$ cat src/ntps_reg_pkg.sv
package ntps_reg_pkg;

  // --------------------------------------------------------------------------
  // Register bus
  // --------------------------------------------------------------------------

  typedef logic [7:0]  reg_addr_t;
  typedef logic [31:0] reg_data_t;

  typedef struct packed {
    logic      wr;
    logic      rd;
    reg_addr_t addr;
    reg_data_t wdata;
  } reg_req_t;

  typedef struct packed {
    logic      rvalid;
    reg_data_t rdata;
  } reg_rsp_t;

  // Address map
  localparam reg_addr_t ADDR_BUILD_INFO = 8'h00;
  localparam reg_addr_t ADDR_GIT_HASH   = 8'h01;
  localparam reg_addr_t ADDR_CTRL       = 8'h02;
  localparam reg_addr_t ADDR_STATUS     = 8'h03;
  localparam reg_addr_t KEY_BASE        = 8'h40;

  // Control and status layouts, bit 0 last
  typedef struct packed {
    logic led_en;
    logic pref_b;
  } ctrl_t;

  typedef struct packed {
    logic sel_b;
    logic sync_ok_b;
    logic sync_ok_a;
  } status_t;

  // --------------------------------------------------------------------------
  // Key memory
  // --------------------------------------------------------------------------

  localparam int KEY_WORDS  = 8;
  localparam int NUM_KEYS   = 4;
  localparam int KEY_WORD_W = $clog2(KEY_WORDS);
  localparam int KEY_WINDOW = NUM_KEYS * KEY_WORDS;

  typedef logic [$clog2(NUM_KEYS)-1:0] key_id_t;
  typedef logic [KEY_WORD_W-1:0]       key_word_t;
  typedef logic [255:0]                key_t;

  typedef struct packed {
    logic      we;
    key_id_t   id;
    key_word_t word;
    reg_data_t data;
  } key_wr_t;

  typedef struct packed {
    logic    req;
    key_id_t id;
  } key_req_t;

  typedef struct packed {
    logic ack;
    key_t key;
  } key_rsp_t;

endpackage

$ cat src/ntps_time_pkg.sv
package ntps_time_pkg;

  // --------------------------------------------------------------------------
  // NTP time format
  // --------------------------------------------------------------------------

  // Seconds since the NTP epoch in the upper word, binary fraction below
  typedef struct packed {
    logic [31:0] seconds;
    logic [31:0] fraction;
  } ntp_time_t;

  // Time stamp as delivered by an NTP clock
  typedef struct packed {
    ntp_time_t ntp_time;
    logic      upd;
    logic      sync_ok;
  } ntp_stamp_t;

  // --------------------------------------------------------------------------
  // Test signal timing, in sys_clk cycles
  // --------------------------------------------------------------------------

  // One pulse per second at 200 MHz
  localparam int unsigned PPS_PERIOD_DEFAULT = 200_000_000;

  // Half period of the 10 MHz output
  localparam int unsigned TEN_MHZ_HALF = 10;

endpackage

$ cat src/keymem.sv
`timescale 1ns/10ps

module keymem (
  input  logic                    sys_clk,
  input  logic                    rst,
  input  ntps_reg_pkg::key_wr_t   key_wr,
  input  ntps_reg_pkg::key_req_t  key_req,
  output ntps_reg_pkg::key_rsp_t  key_rsp
);

  import ntps_reg_pkg::*;

  // Word 0 sits in the low 32 bits of a key
  logic [KEY_WORDS-1:0][31:0] key_mem [NUM_KEYS];

  logic ack_q;
  key_t key_q;

  // --------------------------------------------------------------------------
  // Key table
  // --------------------------------------------------------------------------

  always_ff @(posedge sys_clk) begin
    if (rst) begin
      for (int i = 0; i < NUM_KEYS; i++) begin
        key_mem[i] <= '0;
      end
    end else if (key_wr.we) begin
      key_mem[key_wr.id][key_wr.word] <= key_wr.data;
    end
  end

  // --------------------------------------------------------------------------
  // Key lookup
  // --------------------------------------------------------------------------

  always_ff @(posedge sys_clk) begin
    if (rst) begin
      ack_q <= 1'b0;
    end else begin
      ack_q <= key_req.req;
    end
  end

  // Whole key read in one go, a write in the same cycle shows up later
  always_ff @(posedge sys_clk) begin
    if (key_req.req) begin
      key_q <= key_t'(key_mem[key_req.id]);
    end
  end

  assign key_rsp = '{ack: ack_q, key: key_q};

endmodule

$ cat src/ntp_time_mux.sv
`timescale 1ns/10ps

module ntp_time_mux (
  input  logic                      sys_clk,
  input  logic                      rst,
  input  ntps_time_pkg::ntp_stamp_t ntp_a,
  input  ntps_time_pkg::ntp_stamp_t ntp_b,
  input  logic                      pref_b,
  output ntps_time_pkg::ntp_stamp_t path_time,
  output logic                      sel_b
);

  import ntps_time_pkg::*;

  logic       want_b;
  ntp_stamp_t src;
  logic       upd_q;
  logic       sync_ok_q;
  ntp_time_t  time_q;

  // --------------------------------------------------------------------------
  // Source selection
  // --------------------------------------------------------------------------

  // Preferred source if it is in sync, else the other one if that is,
  // else fall back on the preferred source
  always_comb begin
    if (pref_b) begin
      want_b = ntp_b.sync_ok || !ntp_a.sync_ok;
    end else begin
      want_b = !ntp_a.sync_ok && ntp_b.sync_ok;
    end
  end

  always_ff @(posedge sys_clk) begin
    if (rst) begin
      sel_b <= 1'b0;
    end else begin
      sel_b <= want_b;
    end
  end

  // --------------------------------------------------------------------------
  // Time stamp capture
  // --------------------------------------------------------------------------

  assign src = sel_b ? ntp_b : ntp_a;

  always_ff @(posedge sys_clk) begin
    if (rst) begin
      upd_q <= 1'b0;
    end else begin
      upd_q <= src.upd;
    end
  end

  // Time and sync state held until the next update
  always_ff @(posedge sys_clk) begin
    if (src.upd) begin
      time_q    <= src.ntp_time;
      sync_ok_q <= src.sync_ok;
    end
  end

  assign path_time = '{ntp_time: time_q, upd: upd_q, sync_ok: sync_ok_q};

endmodule

$ cat src/ntps_regs.sv
`timescale 1ns/10ps

module ntps_regs #(
  parameter ntps_reg_pkg::reg_data_t build_info = '0,
  parameter ntps_reg_pkg::reg_data_t git_hash   = '0
) (
  input  logic                   sys_clk,
  input  logic                   rst,
  input  ntps_reg_pkg::reg_req_t reg_req,
  output ntps_reg_pkg::reg_rsp_t reg_rsp,
  output logic                   ctrl_pref_b,
  output ntps_reg_pkg::key_wr_t  key_wr,
  input  logic                   sync_ok_a,
  input  logic                   sync_ok_b,
  input  logic                   sel_b,
  input  logic                   pps,
  output logic [7:0]             leds
);

  import ntps_reg_pkg::*;

  ctrl_t     ctrl_q;
  status_t   status;
  logic      in_key;
  reg_addr_t key_off;
  reg_data_t rdata_d;
  logic      rvalid_q;
  reg_data_t rdata_q;
  logic      key_we_q;
  key_id_t   key_id_q;
  key_word_t key_word_q;
  reg_data_t key_data_q;

  assign status  = '{sel_b: sel_b, sync_ok_b: sync_ok_b, sync_ok_a: sync_ok_a};
  assign in_key  = (reg_req.addr >= KEY_BASE) && (reg_req.addr < KEY_BASE + KEY_WINDOW);
  assign key_off = reg_req.addr - KEY_BASE;

  // --------------------------------------------------------------------------
  // Control register
  // --------------------------------------------------------------------------

  always_ff @(posedge sys_clk) begin
    if (rst) begin
      ctrl_q <= '0;
    end else if (reg_req.wr && reg_req.addr == ADDR_CTRL) begin
      ctrl_q <= ctrl_t'(reg_req.wdata[$bits(ctrl_t)-1:0]);
    end
  end

  assign ctrl_pref_b = ctrl_q.pref_b;

  // --------------------------------------------------------------------------
  // Read path
  // --------------------------------------------------------------------------

  // Key window is write only and falls into the default
  always_comb begin
    case (reg_req.addr)
      ADDR_BUILD_INFO: rdata_d = build_info;
      ADDR_GIT_HASH:   rdata_d = git_hash;
      ADDR_CTRL:       rdata_d = reg_data_t'(ctrl_q);
      ADDR_STATUS:     rdata_d = reg_data_t'(status);
      default:         rdata_d = '0;
    endcase
  end

  always_ff @(posedge sys_clk) begin
    if (rst) begin
      rvalid_q <= 1'b0;
    end else begin
      rvalid_q <= reg_req.rd;
    end
  end

  always_ff @(posedge sys_clk) begin
    if (reg_req.rd) begin
      rdata_q <= rdata_d;
    end
  end

  assign reg_rsp = '{rvalid: rvalid_q, rdata: rdata_q};

  // --------------------------------------------------------------------------
  // Key word writes
  // --------------------------------------------------------------------------

  always_ff @(posedge sys_clk) begin
    if (rst) begin
      key_we_q <= 1'b0;
    end else begin
      key_we_q <= reg_req.wr && in_key;
    end
  end

  // Key number above the word index in the window offset
  always_ff @(posedge sys_clk) begin
    key_id_q   <= key_off[KEY_WORD_W +: $bits(key_id_t)];
    key_word_q <= key_off[KEY_WORD_W-1:0];
    key_data_q <= reg_req.wdata;
  end

  assign key_wr = '{we: key_we_q, id: key_id_q, word: key_word_q, data: key_data_q};

  // Debug LEDs
  always_ff @(posedge sys_clk) begin
    if (rst || !ctrl_q.led_en) begin
      leds <= '0;
    end else begin
      leds <= {4'b0000, pps, status};
    end
  end

endmodule

$ cat src/ntps_top.sv
`timescale 1ns/10ps

module ntps_top #(
  parameter ntps_reg_pkg::reg_data_t build_info = '0,
  parameter ntps_reg_pkg::reg_data_t git_hash   = '0,
  parameter int unsigned             pps_period = ntps_time_pkg::PPS_PERIOD_DEFAULT
) (
  input  logic                      sys_clk,
  input  logic                      rst,
  input  ntps_time_pkg::ntp_stamp_t ntp_a,
  input  ntps_time_pkg::ntp_stamp_t ntp_b,
  input  ntps_reg_pkg::reg_req_t    reg_req,
  output ntps_reg_pkg::reg_rsp_t    reg_rsp,
  input  ntps_reg_pkg::key_req_t    key_req,
  output ntps_reg_pkg::key_rsp_t    key_rsp,
  output ntps_time_pkg::ntp_stamp_t path_time,
  output logic                      pps_out,
  output logic                      ten_mhz_out,
  output logic [7:0]                leds
);

  import ntps_reg_pkg::*;

  logic    ctrl_pref_b;
  logic    sel_b;
  key_wr_t key_wr;

  // --------------------------------------------------------------------------
  // Register block, steers the time mux and fills the key table
  // --------------------------------------------------------------------------
  ntps_regs #(
    .build_info (build_info),
    .git_hash   (git_hash)
  ) regs_0 (
    .sys_clk     (sys_clk),
    .rst         (rst),
    .reg_req     (reg_req),
    .reg_rsp     (reg_rsp),
    .ctrl_pref_b (ctrl_pref_b),
    .key_wr      (key_wr),
    .sync_ok_a   (ntp_a.sync_ok),
    .sync_ok_b   (ntp_b.sync_ok),
    .sel_b       (sel_b),
    .pps         (pps_out),
    .leds        (leds)
  );

  ntp_time_mux time_mux_0 (
    .sys_clk   (sys_clk),
    .rst       (rst),
    .ntp_a     (ntp_a),
    .ntp_b     (ntp_b),
    .pref_b    (ctrl_pref_b),
    .path_time (path_time),
    .sel_b     (sel_b)
  );

  keymem keymem_0 (
    .sys_clk (sys_clk),
    .rst     (rst),
    .key_wr  (key_wr),
    .key_req (key_req),
    .key_rsp (key_rsp)
  );

  // Test outputs
  pps_test #(
    .pps_period (pps_period)
  ) pps_test_0 (
    .sys_clk     (sys_clk),
    .rst         (rst),
    .pps_out     (pps_out),
    .ten_mhz_out (ten_mhz_out)
  );

endmodule

$ cat src/pps_test.sv
`timescale 1ns/10ps

module pps_test #(
  parameter int unsigned pps_period = ntps_time_pkg::PPS_PERIOD_DEFAULT
) (
  input  logic sys_clk,
  input  logic rst,
  output logic pps_out,
  output logic ten_mhz_out
);

  import ntps_time_pkg::*;

  localparam int PPS_W = $clog2(pps_period);
  localparam int TEN_W = $clog2(TEN_MHZ_HALF);

  logic [PPS_W-1:0] pps_cnt;
  logic [TEN_W-1:0] ten_cnt;

  // --------------------------------------------------------------------------
  // PPS pulse
  // --------------------------------------------------------------------------

  // One cycle wide, first pulse a full period after reset
  always_ff @(posedge sys_clk) begin
    if (rst) begin
      pps_cnt <= '0;
      pps_out <= 1'b0;
    end else if (pps_cnt == PPS_W'(pps_period - 1)) begin
      pps_cnt <= '0;
      pps_out <= 1'b1;
    end else begin
      pps_cnt <= pps_cnt + PPS_W'(1);
      pps_out <= 1'b0;
    end
  end

  // --------------------------------------------------------------------------
  // 10 MHz square wave
  // --------------------------------------------------------------------------

  always_ff @(posedge sys_clk) begin
    if (rst) begin
      ten_cnt     <= '0;
      ten_mhz_out <= 1'b0;
    end else if (ten_cnt == TEN_W'(TEN_MHZ_HALF - 1)) begin
      ten_cnt     <= '0;
      ten_mhz_out <= !ten_mhz_out;
    end else begin
      ten_cnt <= ten_cnt + TEN_W'(1);
    end
  end

endmodule

$ cat config.mk
export PLATFORM = sky130hd
export DESIGN_NAME = ntps_top
export DESIGN_NICKNAME = d
export VERILOG_FILES = /design/src/ntps_reg_pkg.sv /design/src/ntps_time_pkg.sv /design/src/keymem.sv /design/src/ntp_time_mux.sv /design/src/ntps_regs.sv /design/src/ntps_top.sv /design/src/pps_test.sv
export SDC_FILE = /design/constraint.sdc
export NUM_CORES = 1
export LEC_CHECK = 0
export ABC_AREA = 1
export BUFFER_PORTS_ARGS = -buffer_cell sky130_fd_sc_hd__buf_2
export CAP_MARGIN = 20
export CORE_ASPECT_RATIO = 1.75
export CORE_MARGIN = 2
export CORE_UTILIZATION = 35
export CTS_CLUSTER_SIZE = 14
export DETAILED_ROUTE_END_ITERATION = 7
export GPL_TIMING_DRIVEN = 1
export PLACE_DENSITY = 0.49
export SKIP_CTS_REPAIR_TIMING = 1
export SLEW_MARGIN = 25
export SYNTH_ARGS = -nofsm -noshare
export SYNTH_HDL_FRONTEND = slang
export SYNTH_SLANG_ARGS = --single-unit
$ cat constraint.sdc
create_clock -name sys_clk -period 3.7 [get_ports sys_clk]
set_input_delay 0.74 -clock sys_clk [delete_from_list [all_inputs] [get_ports sys_clk]]
set_output_delay 0.74 -clock sys_clk [all_outputs]
set_load 0.02 [all_outputs]
-- Word-level counts from Yosys, hierarchy flattened
Memory sizes are Yosys's and may differ from the RTL's. A register that Yosys moved wholly into a read port is not among the register bits.
Index checks and enable logic that the tools add are counted.
- register bits after elaboration: 183
- bits in writable memories: 1024
- output and inout bits: 366
- logic and storage cells: 59
- memories: 1
- add/subtract/negate cells: 3
- order comparisons: 4
- equal/unequal tests: 4
- muxes and demuxes: 14
- reduce and logical (&&, ||, !) cells: 13
- memory list (name ; words ; bits a word ; rd ports ; clocked after Yosys merged registers in ; wr ports ; RTL line ; source):
    keymem_0.key_mem ; 4 ; 256 ; 1 ; 1 ; 4 ; keymem.sv:14 ; logic [KEY_WORDS-1:0][31:0] key_mem [NUM_KEYS];
- operators by type and width (cell ; number):
    $mux W256 ; 3
    $reduce_or A256 Y1 ; 1
    $demux W32 S3 ; 1
    $mux W66 ; 1
    $mux W32 ; 1
    $add A28 B1 Y28 const B ; 1
    $eq A28 B28 Y1 const B ; 1
    $eq A8 B2 Y1 const B ; 2
    $ge A8 B7 Y1 const B ; 1
    $lt A8 B7 Y1 const B ; 1
    $mux W1 ; 6
    $pmux W3 S2 ; 1
    $logic_and A1 B1 Y1 ; 5
    $sub A5 B1 Y5 const B ; 1
    $add A4 B1 Y4 const B ; 1
    $eq A4 B4 Y1 const B ; 1
    $lt A3 B4 Y1 const B ; 1
    $reduce_or A2 Y1 ; 2
    $ge A3 B1 Y1 const B ; 1
    $logic_not A1 Y1 ; 3
    $logic_or A1 B1 Y1 ; 2
    $mux W2 ; 1

-- Depth between registers and ports, before layout
- depth after elaboration: 7
- gate-level depth with buffers: 9
- mapped depth without buffers: 8

-- Hierarchy
Synthesis repeated with hierarchy kept, for this count alone.
- cells, all modules: 4736
- area total of the unflattened synthesis: 56500.4 um2
- by module, submodules not included (module ; times used ; cells an instance ; area an instance (um2) ; sequential area each (um2)):
    keymem ; 1 ; 4062 ; 50348.3 ; 38456.9
    ntp_time_mux ; 1 ; 287 ; 2930.3 ; 1991.9
    pps_test ; 1 ; 263 ; 1773.0 ; 680.7
    ntps_regs ; 1 ; 124 ; 1448.9 ; 991.0

-- Worst setup path after synthesis
OpenSTA, ideal clock, no wires.
- path type: input-to-reg
- start: input rst
- end: memory keymem_0.key_mem[3][192] in the netlist's numbering, enable pin
- library setup time: 0.421 ns
- arrival time: 2.476 ns
- required time: 3.279 ns
- path slack: 0.803 ns
- stages on the path: 4
- path buffers: 0
- path through: nor2_4 -> nand2_1 -> nand2_1 -> nor2_1
- RTL lines (element ; RTL line ; source):
    start: declaration ; ntps_top.sv:9 ; input logic rst,
    end: declaration ; keymem.sv:14 ;

==> impl_metrics.env <==
export IMPL_status="completed"
export IMPL_tritoncts="built"
export IMPL_crit_family="simple AND/OR/NAND/NOR gates"
export IMPL_cp_depth=8
export IMPL_synth_top_family_by_area="simple AND/OR/NAND/NOR gates"
export IMPL_skew_ns=0.0353
export IMPL_netlist_area_leader_share_pct=73.3
export IMPL_yosysTopAreaCell="edfxtp_1"
export IMPL_slowest_delay_ns=0.47
export IMPL_pin_count=545
export IMPL_synth_compound_area_share_pct=7.86
export IMPL_htreeDepth=4
export IMPL_yosys_area_share_simple_pct=12.2
export IMPL_grt_max_degree=155
export IMPL_nFillCells=14800
export IMPL_die_h_um=530
export IMPL_clock_path_buffers=3
export IMPL_finalWirelength_um=181000
export IMPL_cpMaxStageDelayCell="nand2_2"
export IMPL_nets=5145
export IMPL_clk_latency_ns=0.79
export IMPL_antenna_left=0
export IMPL_vias_per_cell=5.14
export IMPL_grt_pass1_vias=35900
export IMPL_avgSynthCellArea_um2=12.3
export IMPL_rsz0062_at_grt="no"
export IMPL_yosysSeqAreaShare_pct=76.2
export IMPL_fin_crit_ns=2.58
export IMPL_vias=36500
export IMPL_routedWlPerCell_um=25.5
export IMPL_place_congestion=0.895
export IMPL_syn2layout_area_growth_pct=17.7
export IMPL_fp_row_count=192
export IMPL_max_freq_mhz=388
export IMPL_cts_made_buffers=141
export IMPL_multiInputGateArea_mm2=0.0114
export IMPL_power_density_mw_per_mm2=540
export IMPL_synthMuxAreaShare_pct=0
export IMPL_crit_buf_inv=3
export IMPL_ys_types=30
export IMPL_stdcell_area_mm2=0.0650
export IMPL_die_area_mm2=0.161
export IMPL_end_kind="flip-flop"
export IMPL_diodes=0
export IMPL_hpwl_um=116000
export IMPL_antenna_found_initial=6
export IMPL_gr_usage_all_layers_pct=22.1
export IMPL_drive_gt1_share_pct=18.0
export IMPL_finalSetupTns_ns=0
export IMPL_syn_area_mm2=0.0553
export IMPL_io_buffers=511
export IMPL_period_share_pct=69.6
export IMPL_synthXorXnorAreaFrac_pct=0.159
export IMPL_synth_seq_cells=1430
export IMPL_cp_cell_sequence="inv_2 -> nor2_4 -> nand2_1 -> nor2_2 -> buf_4 -> nand2_2 -> nand2_2 -> buf_4"
export IMPL_first_iter_violations=2747
export IMPL_setup_violations=0
export IMPL_fp_dieW_um=304
export IMPL_crit_type="reg2reg"
export IMPL_core_area_mm2=0.157
export IMPL_maxSlewHeadroom_pct=38.3
export IMPL_final_seq_area_mm2=0.0421
export IMPL_root_buffer="clkbuf_16"
export IMPL_reg2reg_depth=8
export IMPL_p_leak_uw=0.0236
export IMPL_worstPathArrival_ns=3.07
export IMPL_hold_depth=1
export IMPL_synth_area_top_cells="edfxtp_1 (73%), nor2_1 (9.3%), o21ai_0 (4.7%), dfxtp_1 (3.0%), o22ai_1 (2.9%)"
export IMPL_drc=0
export IMPL_hold_class="in2reg"
export IMPL_yosysWarnings=0
export IMPL_place_area_mm2=0.0606
export IMPL_start_util_pct=35.3
export IMPL_peakVddDrop_v=0.000501
export IMPL_grt_pass1_wl_um=257000
export IMPL_firstDrtPassIters=5
export IMPL_crit_path_start_kind="flip-flop"
export IMPL_tightest_slew_ns=0.922
export IMPL_finalHoldViolCount=0
export IMPL_netlist_instances=4476
export IMPL_cp_required_ns=4.19
export IMPL_maxCapViolCount=0
export IMPL_synthAdderAreaFrac_pct=0.0679
export IMPL_cts_clk_slew_worst_paths_ns=0.06
export IMPL_gr_total_overflow=0
export IMPL_numClockSinks=1430
export IMPL_cp_max_fo=16
export IMPL_drv_slew=0
==> stage by stage <==
step / total power [µW] / setup WS (ns) / cells / util (%) / hold slack (ns)
after detailed placement: 21300 / 0.695 / 6857 / 38.7 / 0.428
after global placement: 21300 / 0.688 / 6857 / 38.7 / 0.441
final: 35100 / 1.12 / 7107 / 41.5 / 0.0443
after global routing: 36100 / 1.04 / 7107 / 41.5 / 0.0174
after floorplan: 20100 / 0.803 / 4508 / - / 0.430
after CTS: 35400 / 1.14 / 7107 / 41.5 / -0.0241
==> flip-flops by register name, summed over array words and instances (netlist names), 2 cells and up <==
signal,cells
keymem_0.key_mem,1024
keymem_0.key_q,256
pps_test_0.pps_cnt,28
pps_test_0.ten_cnt,4
regs_0.key_data_q,32
regs_0.key_id_q,2
regs_0.key_word_q,3
regs_0.leds,4
regs_0.rdata_q,3
time_mux_0.path_time,64
==> layout make-up <==
class                      instances  share of cell area [%]
sequential                      1430                    64.8
multi-input combinational       2625                    17.6
timing repair buffer             678                    6.38
clock buffer                     187                    5.95
tap                             2037                    3.92
clock inverter                    63                   0.831
inverter                          87                   0.522
==> where the power goes <==
group          leakage [µW]  switching, µW  internal (µW)  total [µW]
sequential           0.0148            219          18400       18600
combinational       0.00666           1740            613        2350
clock               0.00214           6260           7910       14200
total                0.0236           8210          26900       35100
==> logic make-up after synthesis <==
kind of cell,count (synthesis)
xor+xnor,10
flops,1430
simple gates,1776
fa+ha+maj,3
compound gates,803
buf+inv,453
other cells,1
==> cells in the final DEF, fill, tap and decap left out, drive strengths merged <==
cell,synthesis,layout
nand2,382,382
conb,1,33
clkinvlp,0,2
o31ai,1,1
inv,87,90
nor3b,1,1
dfxtp,82,82
xor2,2,2
xnor2,8,8
nand3b,2,2
and2,1,1
o211ai,1,1
o22ai,256,256
buf,82,678
or2,3,3
bufinv,0,8
nor2,1366,1366
a21oi,25,25
ha,3,3
nand3,18,18
clkbuf,284,187
nor3,3,3
edfxtp,1348,1348
clkinv,0,50
o21ai,520,520
==> synthesized netlist by cell type, drive strengths merged <==
| cell type | instances |
|---|---|
| ha | 3 |
| nand2 | 382 |
| xor2 | 2 |
| edfxtp | 1348 |
| nor3 | 3 |
| o22ai | 256 |
| nand3 | 18 |
| nand3b | 2 |
| clkbuf | 284 |
| xnor2 | 8 |
| conb | 1 |
| nor3b | 1 |
| nor2 | 1366 |
| dfxtp | 82 |
| or2 | 3 |
| o211ai | 1 |
| o31ai | 1 |
| o21ai | 520 |
| and2 | 1 |
| a21oi | 25 |
| inv | 87 |
| buf | 82 |
==> metal layers <==
metal  up-vias  GRT usage (%)  part of all wire (%)
met2      1358           39.6                    51
met3       304           3.80                   5.9
met5         -              0                     0
met1     18300           26.1                    39
met4         0           9.43                   4.5
li1      16500              -                     -
==> worst reg2reg max path: cells and delay by family (launching register included) <==
kind	cells	cell delay [ns]
flip-flops	1	0.38
buffers and inverters	3	0.68
AND/OR/NAND/NOR	5	1.22
==> worst paths after layout <==
path / start / endpoint / slack [ns]
worst min-delay path: reg_req[23] / regs_0.key_data_q[23] / 0.04
worst min register to register: pps_test_0.pps_out / regs_0.leds[3] / 0.45
worst max register to register: regs_0.key_we_q / keymem_0.key_mem[2][86] / 1.12
worst max-delay path: regs_0.key_we_q / keymem_0.key_mem[2][86] / 1.12
Note: power is estimated with default switching activity, not from simulation.
